===== config.mk =====
export PLATFORM = sky130hd
export DESIGN_NAME = coprocessor0
export DESIGN_NICKNAME = d
export VERILOG_FILES = /design/src/verilog/cp0Pkg.sv /design/src/verilog/exceptionControl.sv /design/src/verilog/cp0Timer.sv /design/src/verilog/cp0RegisterFile.sv /design/src/verilog/coprocessor0.sv
export SDC_FILE = /design/constraint.sdc
export NUM_CORES = 1
export LEC_CHECK = 0
export BUFFER_PORTS_ARGS = -buffer_cell sky130_fd_sc_hd__buf_2
export CAP_MARGIN = 25
export CORE_MARGIN = 4
export CORE_UTILIZATION = 45
export CTS_BUF_LIST = sky130_fd_sc_hd__clkbuf_8 sky130_fd_sc_hd__clkbuf_16
export DETAILED_ROUTE_END_ITERATION = 8
export GPL_TIMING_DRIVEN = 0
export PLACE_DENSITY = 0.68
export SYNTH_ARGS = -nofsm -noshare
export SYNTH_HDL_FRONTEND = slang
export SYNTH_SLANG_ARGS = --single-unit
export TNS_END_PERCENT = 10

===== constraint.sdc =====
create_clock -name clk -period 2 [get_ports clk]
set_clock_uncertainty 0.15 [all_clocks]
set_input_delay 0.1 -clock clk [delete_from_list [all_inputs] [get_ports clk]]
set_output_delay 0.1 -clock clk [all_outputs]
set_load 0.01 [all_outputs]

===== src/verilog/cp0Pkg.sv =====
package cp0Pkg;

	// ****************************************
	// register addresses and exception codes
	// ****************************************

	typedef logic [4:0] cp0Addr;
	typedef logic [4:0] excCode;

	localparam cp0Addr addrCount = 5'd9;
	localparam cp0Addr addrCompare = 5'd11;
	localparam cp0Addr addrStatus = 5'd12;
	localparam cp0Addr addrCause = 5'd13;
	localparam cp0Addr addrEpc = 5'd14;
	localparam cp0Addr addrPrid = 5'd15;

	localparam excCode excInterrupt = 5'd0;
	localparam excCode excAddrLoad = 5'd4;
	localparam excCode excAddrStore = 5'd5;
	localparam excCode excReserved = 5'd10;
	localparam excCode excOverflow = 5'd12;

	// ****************************************
	// status and cause layouts
	// ****************************************

	typedef struct packed {
		logic [15:0] unusedHigh;
		logic [5:0] interruptMask;
		logic [7:0] unusedLow;
		logic exceptionLevel;
		logic interruptEnable;
	} statusFields;

	// software moves the raw word, the trap logic reads the fields
	typedef union packed {
		logic [31:0] raw;
		statusFields fields;
	} statusWord;

	typedef struct packed {
		logic branchDelay;
		logic [14:0] zeroHigh;
		logic [5:0] interruptPending;
		logic [2:0] zeroMid;
		excCode code;
		logic [1:0] zeroLow;
	} causeFields;

	// all six lines unmasked, interrupts enabled, not in a handler
	localparam logic [31:0] statusResetValue = 32'h0000fc01;

	typedef struct packed {
		logic take;
		causeFields cause;
		logic [31:0] epc;
	} trapUpdate;

	typedef struct packed {
		logic enable;
		cp0Addr address;
		logic [31:0] data;
	} cp0Write;

endpackage


===== src/verilog/exceptionControl.sv =====
`timescale 1ns/100ps

module exceptionControl import cp0Pkg::*; (
	input logic clk,
	input logic reset,
	input statusWord status,
	input cp0Write write,
	input logic [31:0] pc,
	input logic inBranchDelay,
	input excCode errorCode,
	input logic [5:0] interruptRequest,
	input logic timerInterrupt,
	input logic exceptionReturn,
	output logic trapTaken,
	output trapUpdate update,
	output logic exceptionLevel
);

	typedef enum logic {
		running,
		inHandler
	} handlerState;

	handlerState state;
	handlerState nextState;
	logic [5:0] requests;
	logic errorTrap;
	logic interruptTrap;
	logic statusWrite;
	statusWord written;
	logic [31:0] alignedPc;

	// the timer shares line 5 with the external request
	assign requests = {interruptRequest[5] | timerInterrupt, interruptRequest[4:0]};

	always_comb begin
		case (errorCode)
			excAddrLoad, excAddrStore, excReserved, excOverflow: errorTrap = 1'b1;
			default: errorTrap = 1'b0;
		endcase
	end

	assign interruptTrap = (|(requests & status.fields.interruptMask))
		&& status.fields.interruptEnable && (state == running);
	assign trapTaken = errorTrap || interruptTrap;

	// ****************************************
	// exception level state
	// ****************************************

	assign statusWrite = write.enable && (write.address == addrStatus);
	assign written = write.data;

	always_comb begin
		nextState = state;
		if (trapTaken) begin
			nextState = inHandler;
		end else if (exceptionReturn) begin
			nextState = running;
		end else if (statusWrite) begin
			nextState = written.fields.exceptionLevel ? inHandler : running;
		end
	end

	always_ff @(posedge clk) begin
		if (reset)
			state <= running;
		else
			state <= nextState;
	end

	assign exceptionLevel = (state == inHandler);

	// ****************************************
	// new cause and EPC
	// ****************************************

	assign alignedPc = {pc[31:2], 2'b00};

	// a trap in a delay slot restarts at the branch before it
	always_comb begin
		update.take = trapTaken;
		update.cause.branchDelay = inBranchDelay;
		update.cause.zeroHigh = '0;
		update.cause.interruptPending = requests;
		update.cause.zeroMid = '0;
		update.cause.code = interruptTrap ? excInterrupt : errorCode;
		update.cause.zeroLow = '0;
		update.epc = inBranchDelay ? alignedPc - 32'd4 : alignedPc;
	end

endmodule


===== src/verilog/cp0Timer.sv =====
`timescale 1ns/100ps

module cp0Timer import cp0Pkg::*; (
	input logic clk,
	input logic reset,
	input cp0Write write,
	output logic [31:0] count,
	output logic [31:0] compare,
	output logic timerInterrupt
);

	logic countWrite;
	logic compareWrite;
	logic armed;

	assign countWrite = write.enable && (write.address == addrCount);
	assign compareWrite = write.enable && (write.address == addrCompare);

	always_ff @(posedge clk) begin
		if (reset) begin
			count <= '0;
		end else if (countWrite) begin
			count <= write.data;
		end else begin
			count <= count + 32'd1;
		end
	end

	// the match only counts once compare has been written, so count and
	// compare both sitting at zero out of reset never fire the timer
	always_ff @(posedge clk) begin
		if (reset) begin
			compare <= '0;
			armed <= 1'b0;
			timerInterrupt <= 1'b0;
		end else if (compareWrite) begin
			compare <= write.data;
			armed <= 1'b1;
			timerInterrupt <= 1'b0;
		end else if (armed && (count == compare)) begin
			armed <= 1'b0;
			timerInterrupt <= 1'b1;
		end
	end

endmodule


===== src/verilog/cp0RegisterFile.sv =====
`timescale 1ns/100ps

module cp0RegisterFile import cp0Pkg::*; #(
	parameter logic [31:0] processorIdReset = 32'h0125e591
) (
	input logic clk,
	input logic reset,
	input cp0Write write,
	input trapUpdate update,
	input logic exceptionLevel,
	input logic [31:0] count,
	input logic [31:0] compare,
	input logic [5:0] interruptPending,
	input cp0Addr readAddress,
	output logic [31:0] readData,
	output statusWord status,
	output logic [31:0] returnAddress
);

	statusWord statusReg;
	causeFields causeReg;
	logic [31:0] epcReg;
	logic [31:0] processorId;
	logic [31:0] storedData;
	logic epcWrite;

	// ****************************************
	// registers
	// ****************************************

	// a trap drops any move-to in the same cycle
	always_ff @(posedge clk) begin
		if (reset) begin
			statusReg <= statusResetValue;
			causeReg <= '0;
			epcReg <= '0;
			processorId <= processorIdReset;
		end else if (update.take) begin
			causeReg <= update.cause;
			epcReg <= update.epc;
		end else begin
			causeReg.interruptPending <= interruptPending;
			if (write.enable) begin
				case (write.address)
					addrStatus: statusReg <= write.data;
					addrCause: causeReg <= write.data;
					addrEpc: epcReg <= write.data;
					addrPrid: processorId <= write.data;
					default: ;
				endcase
			end
		end
	end

	// bit 1 is owned by the exception control state, not by this register
	always_comb begin
		status = statusReg;
		status.fields.exceptionLevel = exceptionLevel;
	end

	// ****************************************
	// read port
	// ****************************************

	always_comb begin
		case (readAddress)
			addrCount: storedData = count;
			addrCompare: storedData = compare;
			addrStatus: storedData = status.raw;
			addrCause: storedData = causeReg;
			addrEpc: storedData = epcReg;
			addrPrid: storedData = processorId;
			default: storedData = '0;
		endcase
	end

	// a move-to shows its own data in the cycle it is issued
	assign readData = write.enable ? write.data : storedData;

	assign epcWrite = write.enable && (write.address == addrEpc);
	assign returnAddress = epcWrite ? write.data : epcReg;

endmodule


===== src/verilog/coprocessor0.sv =====
`timescale 1ns/100ps

module coprocessor0 import cp0Pkg::*; #(
	parameter logic [31:0] processorIdReset = 32'h0125e591
) (
	input logic clk,
	input logic reset,
	input logic writeEnable,
	input cp0Addr address,
	input logic [31:0] writeData,
	input logic [31:0] pc,
	input logic inBranchDelay,
	input excCode errorCode,
	input logic [5:0] interruptRequest,
	input logic exceptionReturn,
	output logic [31:0] readData,
	output logic [31:0] returnAddress,
	output logic trapTaken
);

	cp0Write writeBus;
	trapUpdate trapInfo;
	statusWord status;
	logic exceptionLevel;
	logic [31:0] count;
	logic [31:0] compare;
	logic timerInterrupt;

	assign writeBus = '{enable: writeEnable, address: address, data: writeData};

	exceptionControl control_i (
		.clk(clk),
		.reset(reset),
		.status(status),
		.write(writeBus),
		.pc(pc),
		.inBranchDelay(inBranchDelay),
		.errorCode(errorCode),
		.interruptRequest(interruptRequest),
		.timerInterrupt(timerInterrupt),
		.exceptionReturn(exceptionReturn),
		.trapTaken(trapTaken),
		.update(trapInfo),
		.exceptionLevel(exceptionLevel)
	);

	cp0Timer timer_i (
		.clk(clk),
		.reset(reset),
		.write(writeBus),
		.count(count),
		.compare(compare),
		.timerInterrupt(timerInterrupt)
	);

	// the pending field tracks the combined requests formed by the control block
	cp0RegisterFile #(
		.processorIdReset(processorIdReset)
	) registers_i (
		.clk(clk),
		.reset(reset),
		.write(writeBus),
		.update(trapInfo),
		.exceptionLevel(exceptionLevel),
		.count(count),
		.compare(compare),
		.interruptPending(trapInfo.cause.interruptPending),
		.readAddress(address),
		.readData(readData),
		.status(status),
		.returnAddress(returnAddress)
	);

endmodule


==> qor.csv <==
metric,value,unit
global routing usage summed across all routing layers,30.8,%
number of storage elements in the synthesis netlist,194,
number of nets in the layout,1556,
multiplexer share of the synthesized area,9.05,%
core area,0.0220,mm2
violations in the final reports,negative setup slack,
violation count after the first detailed-route iteration,1168,
maximum number of pins on one net before global-route repair,20,
worst reg2reg endpoint,registers_i.statusReg[3],
count of pins over their slew limit,0,
via-per-instance ratio,6.07,
detailed-placement wirelength estimate,28900,um
"setup slack, reg-to-reg",-0.31,ns
"most common cell after layout, fill and taps aside",dfxtp_1,
WP data required,1.75,ns
post-synthesis simple-gate area fraction,20.8,%
largest voltage drop on the vdd net,0.431,mV
area of the mapped netlist,0.0101,mm2
clock tree from TritonCTS,built,
Min-Delay Path Depth,5,
number of top-level pins,150,
Worst Hold Launch,pc[25],
number of distinct library cells after synthesis,57,
power per unit of standard cell area,665,mW/mm2
level count of the clock H-tree,4,
final routed DRC violation total,0,
CTS sink count,194,
routability congestion estimate,0.995,
class of the tightest hold or removal check,input pin to flop,
total negative slack for setup checks,-27.01,ns
FF-to-FF path depth,7,
Critical Path Max Stage Delay,0.47,ns
worst reg2reg path startpoint,registers_i.statusReg[12],
net count after synthesis,1284,
Avg Inst Size Synth,8.46,um2
number of warnings issued by yosys,0,
final-report setup violation count,134,
horizontal die dimension,158,um
result of the run,"complete, but fails checks",
Synth Flop Type,dfxtp_1,
setup slack of the critical path after layout,-0.355,ns
number of enable flip-flop cells after synthesis,0,
final number of hold-violating endpoints,0,
"arithmetic-cell share of the synthesized area counting full adders, half adders and majority gates",0.247,%
Post-Synth XOR/XNOR Area,7.44,%
leakage component of the power,5.16,nW
"commonest non-fill, non-tap cells in the layout","183 x dfxtp_1, 156 x buf_2, 129 x nor2_1, 123 x nand2_1, 94 x a22oi_1",
end point of the most critical hold path,registers_i.epcReg[26],
"Critical Path, Cell by Cell","a222oi_1, a311oi_2, nor2_2, inv_2, buf_6, buf_6",
CP most frequent cell,buf_6,
via count of the first global-routing pass,10094,
antenna violations before repair,0,
share of the yosys chip area belonging to registers,38.4,%
slowest CP cell,a222oi_1,
height of the die,158,um
drt wl/cell,22.7,um
root buffer cell,clkbuf_16,
sum of routed wire length over all layers,39900,um
total congestion overflow after global routing,0,
Final period util,118,%
share of layout cells above drive strength 1,24.9,%
remaining max-slew budget at the tightest pin,41.8,%
initial core utilization,46.1,%
worst hold slack across all endpoints,0.0120,ns
worst setup path class,flop to output port,
number of input and output port buffers inserted,145,
number of CTS-inserted buffers,17,
"synthesized-area fraction occupied by ao, oa, aoi and oai cells",19.7,%
Worst-path clk slew,0.08,ns
Max Freq,425,MHz
final worst path period need,2.36,ns
total number of vias,10694,
crit path launch type,flop,
area growth from synthesis to layout,32.2,%
total chip power,8.90,mW
diodes inserted,0,
buffer depth of the longest clock path,2,
clock latency at the later pin of the worst-skew pair,0.45,ns
type of element capturing the critical path,output port,
CP Data Arrival Time,2.11,ns
ys async rst share,0,%
DRT Pass-1 Iters,6,
Post-Synthesis Cells,1197,
area of the die,0.0250,mm2
row count,54,
RSZ-0062 raised after global routing,true,
count of nets left with antenna violations after detail routing,0,
max-capacitance violation count,0,
fill count,1866,
largest family of logic cells by synthesized area,simple AND/OR/NAND/NOR gates,
transition time at the pin with the least slew margin,0.873,ns
first-pass GRT wire length,58600,um
"critical path fanouts, max",4,
layer usage:
metal	up-vias	track usage [%]	wire length, um
met5	-	0	0
met4	0	13.2	1750
met2	674	47.8	17700
li1	4881	-	-
met3	120	5.74	4360
met1	5019	42.2	16100
kinds of logic after synthesis:
group | Yosys count
AO/OA/AOI/OAI | 285
XOR/XNOR | 86
adder cells (fa/ha/maj) | 2
buffers and inverters | 105
flip-flops | 194
multiplexers | 87
AND/OR/NAND/NOR | 438
synthesized netlist by cell type, drive strengths merged (2+ instances only):
master | n | area, um2
dfxtp | 194 | 3880
nor2 | 140 | 526
nand2 | 124 | 465
a22oi | 101 | 758
a21oi | 80 | 400
clkbuf | 72 | 273
nand3 | 57 | 295
mux2i | 51 | 510
xor2 | 50 | 438
a211oi | 47 | 363
nor3 | 46 | 245
mux2 | 36 | 405
xnor2 | 36 | 315
a22o | 32 | 280
buf | 26 | 148
nor4 | 21 | 186
nand4 | 10 | 77.6
o21ai | 10 | 50.1
and3 | 8 | 50.1
a311oi | 7 | 61.3
inv | 7 | 26.3
or3 | 7 | 48.8
or4 | 5 | 41.3
ha | 2 | 25.0
nand2b | 2 | 12.5
nand3b | 2 | 15.0
nor2b | 2 | 12.5
nor4b | 2 | 23.8
o31ai | 2 | 15.0
or2 | 2 | 12.5
or3b | 2 | 17.5
or4b | 2 | 20.0
registers in the layout (all words and copies together), names as in the netlist:
name	cells
control_i.exceptionLevel	1
registers_i.causeReg	32
registers_i.epcReg	32
registers_i.processorId	32
registers_i.statusReg	31
timer_i.armed	1
timer_i.compare	32
timer_i.count	32
timer_i.timerInterrupt	1
worst max-delay path: cells and delay by family, from the launching register on:
| family | cells | cell delay (ns) |
|---|---|---|
| AOI/OAI and AO/OA | 2 | 0.72 |
| buffers and inverters | 3 | 0.32 |
| DFF | 1 | 0.32 |
| and+or+nand+nor | 1 | 0.29 |
cell type report:
class / count / area, um2 / share of cell area (%)
buffer: 98 / 608 / 4.54
clock buffer: 17 / 425 / 3.18
clock inverter: 14 / 165 / 1.23
inverter: 7 / 26.3 / 0.196
timing repair buffer: 253 / 1810 / 13.5
tap: 280 / 350 / 2.62
multi-input combinational: 898 / 6100 / 45.6
sequential: 194 / 3900 / 29.2
power by group:
group | total, mW | internal, mW | switching, mW
clock | 3.51 | 1.78 | 1.73
combinational | 1.35 | 0.566 | 0.780
sequential | 4.04 | 3.96 | 0.0854
stage by stage:
stage	instances	utilization (%)	instance area, um2	setup WS (ns)
6_report	1761	61.0	13400	-0.355
5_1_grt	1761	61.0	13400	-0.343
4_1_cts	1748	59.1	13000	-0.305
3_5_place_dp	1622	51.0	11200	-0.560
3_3_place_gp	1622	51.0	11200	-0.644
2_1_floorplan	1197	-	10100	0.000875
how the worst max path moves through the flow:
stage / start / to / slack [ns] / cells after the start
after global routing: registers_i.statusReg[12] / registers_i.statusReg[27] / -0.34 / 7
after global placement: address[4] / readData[11] / -0.64 / 5
after CTS: registers_i.statusReg[12] / trapTaken / -0.30 / 6
final: registers_i.statusReg[12] / trapTaken / -0.36 / 6
after detailed placement: address[0] / readData[9] / -0.56 / 8
after floorplan: timer_i.count[0] / timer_i.count[30] / 0.0009 / 5
timing repair:
action                     in CTS  in global routing
buffers inserted                8                 10
setup endpoints to repair     181                176
hold endpoints to repair      190                  0
gates resized for setup        93                 84
pin swaps                      10                  8
hold buffers                   87                  0
cloned                          0                  3
(Power assumes the default switching activity.)
